File: src/common/bb_cfg.svh
`ifndef BB_CFG_SVH
`define BB_CFG_SVH

// Output score width
`define BB_SCORE_W 8
// Internal team total width
`define BB_TEAM_W 7
// Half-inning and per-play run width
`define BB_RUN_W 5
// Inning number width
`define BB_INNING_W 2
// Outs counter width
`define BB_OUTS_W 2

// Final inning of a game
`define BB_LAST_INNING 3
// Outs that retire a side
`define BB_OUTS_PER_HALF 3

`endif

File: src/common/bb_pkg.sv
package bb_pkg;

	//====================================================================
	// Play codes
	//====================================================================

	// One play per cycle, three-bit code
	typedef enum logic [2:0] {
		PLAY_WALK   = 3'd0,
		PLAY_SINGLE = 3'd1,
		PLAY_DOUBLE = 3'd2,
		PLAY_TRIPLE = 3'd3,
		PLAY_HOMER  = 3'd4,
		PLAY_BUNT   = 3'd5,
		PLAY_GROUND = 3'd6,
		PLAY_FLY    = 3'd7
	} play_e;

	//====================================================================
	// Game result
	//====================================================================

	// Code 3 is never produced
	typedef enum logic [1:0] {
		RES_A_WINS = 2'd0,
		RES_B_WINS = 2'd1,
		RES_DRAW   = 2'd2
	} result_e;

	// Runner occupancy
	// Bit 0 first base, bit 1 second, bit 2 third
	typedef logic [2:0] bases_t;

endpackage

File: src/hw/diamond/bb_run_table.sv
`include "bb_cfg.svh"

module bb_run_table (
	input  bb_pkg::play_e          play,
	input  bb_pkg::bases_t         bases,
	input  logic [`BB_OUTS_W-1:0]  outs,
	output bb_pkg::bases_t         next_bases,
	output logic [`BB_RUN_W-1:0]   runs,
	output logic [`BB_OUTS_W-1:0]  outs_added
);

	// Runner counts
	logic [1:0]            on_base;
	logic [1:0]            lead_two;
	logic                  two_outs;
	// Result before the retire override
	bb_pkg::bases_t        adv_bases;
	logic [`BB_RUN_W-1:0]  adv_runs;
	logic [`BB_OUTS_W:0]   outs_total;
	logic                  retire;

	assign on_base  = 2'(bases[0]) + 2'(bases[1]) + 2'(bases[2]);
	// Runners on second and third
	assign lead_two = 2'(bases[1]) + 2'(bases[2]);
	assign two_outs = (outs == `BB_OUTS_W'(`BB_OUTS_PER_HALF - 1));

	always_comb begin
		adv_bases  = bases;
		adv_runs   = '0;
		outs_added = '0;
		case (play)
			bb_pkg::PLAY_WALK: begin
				// Forced advance only
				adv_bases[0] = 1'b1;
				adv_bases[1] = bases[1] | bases[0];
				adv_bases[2] = bases[2] | (bases[1] & bases[0]);
				adv_runs     = `BB_RUN_W'(&bases);
			end
			bb_pkg::PLAY_SINGLE: begin
				if (two_outs) begin
					// Runners go two bases
					adv_bases = {bases[0], 1'b0, 1'b1};
					adv_runs  = `BB_RUN_W'(lead_two);
				end else begin
					adv_bases = {bases[1], bases[0], 1'b1};
					adv_runs  = `BB_RUN_W'(bases[2]);
				end
			end
			bb_pkg::PLAY_DOUBLE: begin
				if (two_outs) begin
					// Everyone on base scores
					adv_bases = 3'b010;
					adv_runs  = `BB_RUN_W'(on_base);
				end else begin
					adv_bases = {bases[0], 1'b1, 1'b0};
					adv_runs  = `BB_RUN_W'(lead_two);
				end
			end
			bb_pkg::PLAY_TRIPLE: begin
				adv_bases = 3'b100;
				adv_runs  = `BB_RUN_W'(on_base);
			end
			bb_pkg::PLAY_HOMER: begin
				adv_bases = 3'b000;
				adv_runs  = `BB_RUN_W'(on_base) + `BB_RUN_W'(1);
			end
			bb_pkg::PLAY_BUNT: begin
				// Batter out, runners move up
				adv_bases  = {bases[1], bases[0], 1'b0};
				adv_runs   = `BB_RUN_W'(bases[2]);
				outs_added = `BB_OUTS_W'(1);
			end
			bb_pkg::PLAY_GROUND: begin
				// Double play with first occupied
				adv_bases  = {bases[1], 2'b00};
				adv_runs   = `BB_RUN_W'(bases[2]);
				outs_added = bases[0] ? `BB_OUTS_W'(2) : `BB_OUTS_W'(1);
			end
			bb_pkg::PLAY_FLY: begin
				// Tag up from third only
				adv_bases  = {1'b0, bases[1], bases[0]};
				adv_runs   = `BB_RUN_W'(bases[2]);
				outs_added = `BB_OUTS_W'(1);
			end
		endcase
	end

	// Third out clears the field, no runs count
	assign outs_total = {1'b0, outs} + {1'b0, outs_added};
	assign retire     = (outs_total >= `BB_OUTS_PER_HALF);
	assign next_bases = retire ? 3'b000 : adv_bases;
	assign runs       = retire ? '0 : adv_runs;

endmodule

File: src/hw/diamond/bb_diamond.sv
`include "bb_cfg.svh"

module bb_diamond (
	input  logic                               clk,
	input  logic                               rst_n,
	input  logic                               play_valid,
	input  logic [$bits(bb_pkg::play_e)-1:0]   action,
	output logic                               side_retired,
	output logic [`BB_RUN_W-1:0]               half_runs
);

	// Registered play code
	bb_pkg::play_e          act_q;
	// Field state
	bb_pkg::bases_t         bases_q;
	logic [`BB_OUTS_W-1:0]  outs_q;
	// Table results for the play in flight
	bb_pkg::bases_t         next_bases;
	logic [`BB_RUN_W-1:0]   play_runs;
	logic [`BB_OUTS_W-1:0]  outs_added;
	// One extra bit to see the third out
	logic [`BB_OUTS_W:0]    outs_sum;

	//====================================================================
	// Play register
	//====================================================================

	// Sampled every cycle, used only under play_valid
	always_ff @(posedge clk or negedge rst_n) begin
		if (!rst_n) begin
			act_q <= bb_pkg::PLAY_WALK;
		end else begin
			act_q <= bb_pkg::play_e'(action);
		end
	end

	bb_run_table u_run_table (
		.play       (act_q),
		.bases      (bases_q),
		.outs       (outs_q),
		.next_bases (next_bases),
		.runs       (play_runs),
		.outs_added (outs_added)
	);

	assign outs_sum = {1'b0, outs_q} + {1'b0, outs_added};

	// High for the whole cycle of the retiring play
	assign side_retired = play_valid && (outs_sum >= `BB_OUTS_PER_HALF);

	//====================================================================
	// Bases, outs and half-inning runs
	//====================================================================

	always_ff @(posedge clk or negedge rst_n) begin
		if (!rst_n) begin
			bases_q   <= '0;
			outs_q    <= '0;
			half_runs <= '0;
		end else if (play_valid) begin
			if (side_retired) begin
				// Side retired, field empties
				bases_q   <= '0;
				outs_q    <= '0;
				half_runs <= '0;
			end else begin
				bases_q   <= next_bases;
				outs_q    <= outs_sum[`BB_OUTS_W-1:0];
				half_runs <= half_runs + play_runs;
			end
		end
	end

	// Stored outs never reach a full side
	assert property (@(posedge clk) disable iff (!rst_n)
		outs_q < `BB_OUTS_PER_HALF)
		else $error("stored outs reached %0d", outs_q);

	// Third out scores nobody, so half_runs is final when retired
	assert property (@(posedge clk) disable iff (!rst_n)
		side_retired |-> (play_runs == '0))
		else $error("retiring play added %0d runs", play_runs);

endmodule

File: src/hw/bb_game_ctrl.sv
`include "bb_cfg.svh"

module bb_game_ctrl (
	input  logic                    clk,
	input  logic                    rst_n,
	input  logic                    in_valid,
	input  logic [`BB_INNING_W-1:0] inning,
	input  logic                    half,
	output logic                    play_valid,
	output logic                    bat_half,
	output logic [`BB_INNING_W-1:0] bat_inning,
	output logic                    out_valid
);

	//====================================================================
	// Play strobe and half-inning context
	//====================================================================

	// Lines up with the registered action in the diamond
	always_ff @(posedge clk or negedge rst_n) begin
		if (!rst_n) begin
			play_valid <= 1'b0;
		end else begin
			play_valid <= in_valid;
		end
	end

	// Context held between games
	always_ff @(posedge clk or negedge rst_n) begin
		if (!rst_n) begin
			bat_half   <= 1'b0;
			bat_inning <= '0;
		end else if (in_valid) begin
			bat_half   <= half;
			bat_inning <= inning;
		end
	end

	// End of burst, same edge as the last team update
	always_ff @(posedge clk or negedge rst_n) begin
		if (!rst_n) begin
			out_valid <= 1'b0;
		end else begin
			out_valid <= play_valid && !in_valid;
		end
	end

	// Single-cycle result pulse
	assert property (@(posedge clk) disable iff (!rst_n)
		out_valid |=> !out_valid)
		else $error("out_valid held for two cycles");

endmodule

File: src/hw/bb_scoreboard.sv
`include "bb_cfg.svh"

module bb_scoreboard (
	input  logic                    clk,
	input  logic                    rst_n,
	input  logic                    side_retired,
	input  logic [`BB_RUN_W-1:0]    half_runs,
	input  logic                    bat_half,
	input  logic [`BB_INNING_W-1:0] bat_inning,
	input  logic                    out_valid,
	output logic [`BB_SCORE_W-1:0]  score_a,
	output logic [`BB_SCORE_W-1:0]  score_b,
	output bb_pkg::result_e         result
);

	// Team totals for the game in progress
	logic [`BB_TEAM_W-1:0] team_a;
	logic [`BB_TEAM_W-1:0] team_b;
	logic [`BB_TEAM_W-1:0] runs_ext;
	logic                  b_counts;

	assign runs_ext = `BB_TEAM_W'(half_runs);

	// Last bottom half counts only while B is not ahead
	assign b_counts = (bat_inning != `BB_INNING_W'(`BB_LAST_INNING)) || (team_a >= team_b);

	//====================================================================
	// Team totals
	//====================================================================

	always_ff @(posedge clk or negedge rst_n) begin
		if (!rst_n) begin
			team_a <= '0;
			team_b <= '0;
		end else if (out_valid) begin
			// Result shown, next game starts clean
			team_a <= '0;
			team_b <= '0;
		end else if (side_retired) begin
			if (!bat_half) begin
				team_a <= team_a + runs_ext;
			end else if (b_counts) begin
				team_b <= team_b + runs_ext;
			end
		end
	end

	// Outputs zero outside the result cycle
	always_comb begin
		score_a = '0;
		score_b = '0;
		result  = bb_pkg::RES_A_WINS;
		if (out_valid) begin
			score_a = `BB_SCORE_W'(team_a);
			score_b = `BB_SCORE_W'(team_b);
			if (team_a > team_b) begin
				result = bb_pkg::RES_A_WINS;
			end else if (team_a < team_b) begin
				result = bb_pkg::RES_B_WINS;
			end else begin
				result = bb_pkg::RES_DRAW;
			end
		end
	end

	// Code 3 is unused
	assert property (@(posedge clk) disable iff (!rst_n) result != 2'd3)
		else $error("illegal result code");

endmodule

File: src/hw/bb_top.sv
module bb_top (
	input  logic       clk,
	input  logic       rst_n,
	input  logic       in_valid,
	input  logic [1:0] inning,
	input  logic       half,
	input  logic [2:0] action,
	output logic       out_valid,
	output logic [7:0] score_a,
	output logic [7:0] score_b,
	output logic [1:0] result
);

	// Context of the play in flight
	logic       play_valid;
	logic       bat_half;
	logic [1:0] bat_inning;
	// Diamond to scoreboard
	logic       side_retired;
	logic [4:0] half_runs;

	bb_game_ctrl u_game_ctrl (
		.clk        (clk),
		.rst_n      (rst_n),
		.in_valid   (in_valid),
		.inning     (inning),
		.half       (half),
		.play_valid (play_valid),
		.bat_half   (bat_half),
		.bat_inning (bat_inning),
		.out_valid  (out_valid)
	);

	bb_diamond u_diamond (
		.clk          (clk),
		.rst_n        (rst_n),
		.play_valid   (play_valid),
		.action       (action),
		.side_retired (side_retired),
		.half_runs    (half_runs)
	);

	bb_scoreboard u_scoreboard (
		.clk          (clk),
		.rst_n        (rst_n),
		.side_retired (side_retired),
		.half_runs    (half_runs),
		.bat_half     (bat_half),
		.bat_inning   (bat_inning),
		.out_valid    (out_valid),
		.score_a      (score_a),
		.score_b      (score_b),
		.result       (result)
	);

endmodule

File: config.mk
export PLATFORM = sky130hd
export DESIGN_NAME = bb_top
export DESIGN_NICKNAME = d
export VERILOG_FILES = /design/src/common/bb_pkg.sv /design/src/hw/diamond/bb_run_table.sv /design/src/hw/diamond/bb_diamond.sv /design/src/hw/bb_game_ctrl.sv /design/src/hw/bb_scoreboard.sv /design/src/hw/bb_top.sv
export VERILOG_INCLUDE_DIRS = /design/src /design/src/common
export SDC_FILE = /design/constraint.sdc
export NUM_CORES = 1
export LEC_CHECK = 0
export ABC_AREA = 1
export BUFFER_PORTS_ARGS = -buffer_cell sky130_fd_sc_hd__buf_4
export CAP_MARGIN = 30
export CORE_UTILIZATION = 35
export DETAILED_ROUTE_END_ITERATION = 6
export PLACE_DENSITY = 0.64
export SETUP_SLACK_MARGIN = 0.05
export SYNTH_ARGS = -nofsm -noshare
export SYNTH_HDL_FRONTEND = slang
export SYNTH_SLANG_ARGS = --single-unit
File: constraint.sdc
create_clock -name clk -period 4.4 [get_ports clk]
set_input_delay 0.66 -clock clk [delete_from_list [all_inputs] [get_ports clk]]
set_output_delay 0.66 -clock clk [all_outputs]
set_load 0.005 [all_outputs]
Word-level counts from Yosys, hierarchy flattened

Index checks and enable logic that the tools add are counted.

Add/subtract/negate cells: 8
Magnitude comparators: 4
Equal/unequal tests: 11
Mux-type cells: 25
Bitwise operators: 3
Reduce and logical (&&, ||, !) cells: 14

Operators with widths:

| operator                                                                            | count |
|---|---|
| 7-bit two-way mux                                                                   | 9 |
| 5-bit case mux with 6 select lines                                                  | 1 |
| 3-bit case mux with 8 select lines                                                  | 1 |
| 7-bit by 5-bit adder with 7-bit output                                              | 2 |
| 2-bit two-way mux                                                                   | 7 |
| 3-bit == test, second input constant                                                | 4 |
| 3-bit two-way mux                                                                   | 4 |
| 5-bit two-way mux                                                                   | 2 |
| 7-bit greater-or-equal comparator                                                   | 1 |
| 7-bit greater-than comparator                                                       | 1 |
| 7-bit < comparator                                                                  | 1 |
| 3-bit by 2-bit == test with 1-bit output, second input constant                     | 2 |
| 3-bit AND reduction                                                                 | 2 |
| 2-bit nonzero test                                                                  | 3 |
| 5-bit adder                                                                         | 1 |
| 1-bit by 1-bit adder with 2-bit output                                              | 2 |
| 2-bit inequality test, second input constant                                        | 2 |
| 2-bit case mux with 2 select lines                                                  | 1 |
| 2-bit AND reduction                                                                 | 2 |
| 2-bit by 1-bit adder with 3-bit output, second input constant                       | 1 |
| 2-bit by 2-bit adder with 3-bit output                                              | 1 |
| 3-bit by 1-bit == test with 1-bit output, second input constant                     | 1 |
| 3-bit by 2-bit greater-or-equal comparator with 1-bit output, second input constant | 1 |
| 3-bit logical NOT                                                                   | 1 |
| 10 further kinds                                                                    | 12 |

Flip-flop bits (word level): 32
Output and inout bits: 19

Longest topological paths before layout

Word-level depth: 8
Depth in mapped cells: 17

Hierarchy

From an unflattened synthesis, not the netlist that was laid out.

Cells, all modules: 398
Area total of the unflattened synthesis: 2,738.9 um^2

Modules (own cells, without submodules):

| module        | instances | cells an instance | area each (um^2) | seq. area each (um^2) |
|---|---|---|---|---|
| bb_scoreboard | 1         | 216               | 1,422.6          | 350.3 |
| bb_diamond    | 1         | 82                | 704.4            | 325.3 |
| bb_run_table  | 1         | 83                | 441.7            | 0.0 |
| bb_game_ctrl  | 1         | 17                | 170.2            | 125.1 |

Least setup slack after synthesis

No wires, ideal clock.

Kind: reg-to-reg
Start: register u_diamond.bases_q[0]
End: register u_diamond.half_runs[4]
Setup time: 0.119 ns
Arrival time: 2.783 ns
Required time: 4.281 ns
Setup slack: 1.498 ns
Stages on the path, launching flop included: 18
Buffers on the path: 0
Clock period less this slack: 2.902 ns
Cells stage by stage: dfrtp_1 -> inv_1 -> nor2_1 -> nor3_1 -> ha_1 -> inv_1 -> fa_1 -> o21ai_2 -> inv_1 -> nand4_1 -> nor2_1 -> ha_1 -> inv_1 -> fa_1 -> o21ai_0 -> nand4_1 -> nand2_1 -> nor2_1

Word-level cells in the longest chain between the ends: 7
Elaborated cells on any way between the ends: 14

RTL lines:

| what                                                                                                                      | line                                   | text |
|---|---|---|
| start, declared                                                                                                           | bb_diamond.sv:15                       | `bb_pkg::bases_t bases_q;` |
| start signal, assigned                                                                                                    | bb_diamond.sv:67                       | `bases_q <= next_bases;` |
| 1-bit by 1-bit adder with 2-bit output / 2-bit two-way mux (equally long branches)                                        | bb_run_table.sv:22, bb_run_table.sv:77 |  |
| 2-bit by 1-bit adder with 2-bit output / 2-bit case mux with 2 select lines (equally long branches)                       | bb_run_table.sv:22, bb_run_table.sv:31 |  |
| 2-bit by 1-bit adder with 3-bit output (no source line) (tied with other cells)                                           | -                                      |  |
| 5-bit case mux with 6 select lines / 3-bit by 2-bit greater-or-equal comparator with 1-bit output (equally long branches) | -                                      |  |
| 5-bit two-way mux                                                                                                         | bb_run_table.sv:92                     | `assign runs = retire ? '0 : adv_runs;` |
| 5-bit adder                                                                                                               | bb_diamond.sv:69                       | `half_runs <= half_runs + play_runs;` |
| 5-bit two-way mux *                                                                                                       | bb_diamond.sv:61                       | `if (side_retired) begin` |
| end signal, assigned                                                                                                      | bb_diamond.sv:69                       |  |
| end, declared                                                                                                             | bb_diamond.sv:9                        | `` output logic [`BB_RUN_W-1:0] half_runs `` |

Mark *: on every way between the ends. The rest lies on a longest branch, timed or not. The select of a mux whose other input is x is not followed.
A chain may end at the register's enable or synchronous reset.

Worst setup path after layout

Start: register u_diamond.act_q[2]
End: register u_diamond.half_runs[4]

Word-level cells in the longest chain between the ends: 8
Elaborated cells on any way between the ends: 18

RTL lines:

| what                                                                          | line                                 | text |
|---|---|---|
| start, declared                                                               | bb_diamond.sv:13                     | `bb_pkg::play_e act_q;` |
| start signal, assigned                                                        | bb_diamond.sv:31                     | `act_q <= bb_pkg::PLAY_WALK;` |
| start signal, assigned                                                        | bb_diamond.sv:33                     | `act_q <= bb_pkg::play_e'(action);` |
| 3-bit == test                                                                 | bb_run_table.sv:31                   | `case (play)` |
| 2-bit OR reduction (no source line)                                           | -                                    |  |
| 2-bit case mux with 2 select lines                                            | bb_run_table.sv:31                   |  |
| 2-bit by 2-bit adder with 3-bit output                                        | bb_run_table.sv:89, bb_diamond.sv:46 |  |
| 3-bit by 2-bit greater-or-equal comparator with 1-bit output (no source line) | -                                    |  |
| 5-bit two-way mux                                                             | bb_run_table.sv:92                   |  |
| 5-bit adder                                                                   | bb_diamond.sv:69                     |  |
| 5-bit two-way mux *                                                           | bb_diamond.sv:61                     |  |

Marks and branches as above.

==> metrics <==
CTS Sinks 32; average wire per standard cell around 13 um; starting density of the core between 30% and 40%; Hold Crit Class in2async; number of global-route vias before repair approximately 2.2k; average size of a mapped cell 7.38 um^2; top post-synthesis cells by area dfrtp_1 (31%), nand2_1 (13%), ha_1 (11%); RSZ-0062 raised after global routing no; Antenna diodes 0; largest net degree at the start of global routing 33; GRT met3 Usage 2.83%; Starting DRT DRC Count 103; initial antenna violation count 0; CTS tree yes; most frequent cells in the layout nand2_1 (92), inv_1 (58), nand3_1 (32), dfrtp_1 (32), buf_4 (25); Max clock buf depth 2; Setup WS post-layout between 1 and 1.5 ns; Relative slew margins 44.3%; gpl congestion 0.822; cell taking the most area after synthesis dfrtp_1; area of the multi-input gates 1500 um^2; most common cell after layout, fill and taps aside nand2_1; Synth Cell Area 2580 um^2; synthesized flop and latch total 32; GR Overflow Total 0; Mapped Cells 350; drt total wl 5.91 mm; io pins 28; library cells used by synthesis 34; H-tree depth 2; Seq/Total Area, Yosys 31.0%; Setup crit start kind flip-flop; DR vias/cell a little under 5; GR Util met2 27.6%; Antenna Nets Post-Route 0; setup violators final 0; area share of the largest cell type after synthesis 31.0%; Filler Cell Count roughly 720; P_leak 1.68 nW; Placed Cells 464; Post-route DRC 0; Setup TNS Final 0 ns; Cell Rows 30; share of cells above drive strength 1 13.8%; Critical Path RT 4.58 ns; Hold Vio Cnt, Final 0; Place WS 1.16 ns; clock root buffer master clkbuf_8; post-layout min period 3.27 ns; Core Area 6940 um^2; Pwr Density 397 nW/um^2; IR drop worst, VDD 0.251 mV; final instance area 2930 um^2; postcts setup bufs 0; met1 track demand over resource roughly a quarter; maxcap violations 0; latest clock arrival within the worst-skew pair 0.29 ns; GR peak layer met2; Total Routing Usage GR 17.2%; synth warn 0; Slew Viols, Final 0; Die Y 87.9 um; DIE WIDTH approximately 88 um; Reg clk slew, reported paths approximately 0.07 ns; NumNets Final 412; CTS buffer count 5; PortBufs 25; Hold WS 0.294 ns; sequential cell area 801 um^2; Worst Path Arrival roughly 3.5 ns; clock skew ~0.009 ns; Crit Path Category reg2reg; Hold Buf Count CTS 0; status complete, no violations; Pre-antenna DRT Iters 5; Critical Path Sink Type flip-flop; PostCTS Resize Cnt 0; Placed Area 2840 um^2; first-pass GRT wire length 10.2 mm; Die Area 7730 um^2; final std cells w/o fill 472; worst-margin pin slew 0.836 ns; hpwl dp 4.53 mm; vias around 2.3k; CP max FO 9; period utilization 74.4%; Fmax 305 MHz; Layout area overhead 13.5%
[layout make-up]
| type | count | area share (%) |
|---|---|---|
| flip-flops and latches | 32 | 27.3 |
| clock buffers | 8 | 3.07 |
| well taps | 96 | 4.10 |
| inverters | 62 | 8.02 |
| multi-input cells | 249 | 51.1 |
| repair buffers | 25 | 6.40 |
[registers in the layout, indices dropped and copies added (netlist names)]
| name | count |
|---|---|
| u_game_ctrl.play_valid | 1 |
| u_diamond.half_runs | 5 |
| u_diamond.bases_q | 3 |
| u_diamond.outs_q | 2 |
| u_game_ctrl.bat_inning | 2 |
| u_game_ctrl.bat_half | 1 |
| u_game_ctrl.out_valid | 1 |
| u_scoreboard.team_b | 7 |
| u_scoreboard.team_a | 7 |
| u_diamond.act_q | 3 |
[report_power, final]
part / internal [mW] / switching (mW)
clock network: 0.128 / 0.113
logic: 0.195 / 0.301
registers: 0.345 / 0.0812
[cell families (layout without fill, tap and decap cells)]
family	after synthesis	after routing	synth area share, %
and+or+nand+nor	172	172	31.1
buffers and inverters	70	95	11.1
AOI/OAI and AO/OA	40	40	9.06
DFF	32	32	31.0
adders and majority gates	28	28	15.0
xor gates and xnor gates	5	5	1.70
muxes	2	2	0.872
other	1	2	0.145
[final timing paths]
check / startpoint / to / depth (start not counted) / slack, ns
max: u_diamond.act_q[2] / u_diamond.half_runs[4] / 16 / 1.13
min: rst_n / u_diamond.act_q[1] / 1 / 0.29
max reg2reg: u_diamond.act_q[2] / u_diamond.half_runs[4] / 16 / 1.13
min reg2reg: u_game_ctrl.bat_inning[1] / u_game_ctrl.bat_inning[1] / 1 / 0.51
max in group asynchronous: rst_n / u_diamond.bases_q[2] / 1 / 3.80
min in group clk: action[1] / u_diamond.act_q[1] / 1 / 0.47
[synthesized netlist by cell type, drive strengths merged]
cell and n:
inv 62, xor2 3, o211ai 3, clkbuf 3, fa 5, dfrtp 32, o21ai 16, nor2 26
o31ai 1, nand2 95, conb 1, mux2 2, nand3 33, buf 5, o22ai 3, a31oi 1
nand4 12, nor3 3, xnor2 2, a21oi 16, ha 23, nand3b 3
[critical path, stage by stage, from the launching register on]
cell	delay [ns]
dfrtp_1	0.51
inv_2	0.10
nor3_1	0.22
ha_1	0.18
inv_1	0.05
fa_1	0.52
o21ai_2	0.10
inv_1	0.13
nand4_1	0.11
nor2_1	0.12
ha_1	0.17
inv_1	0.06
fa_1	0.40
o21ai_0	0.24
nand4_1	0.12
nand2_1	0.09
nor2_1	0.05
[metrics by stage]
stage	total power, mW	utilization [%]
floorplan	0.785	-
global placement	0.916	40.9
detailed placement	0.925	40.9
CTS	1.17	42.2
global route	1.27	42.2
finish	1.16	42.2
[per-layer routing]
metal	up-vias	wire (um)
met5	-	0
met4	0	78
met3	8	146
met2	32	2740
met1	1054	2950
li1	1177	-
Power figures use the tool's default switching activity.
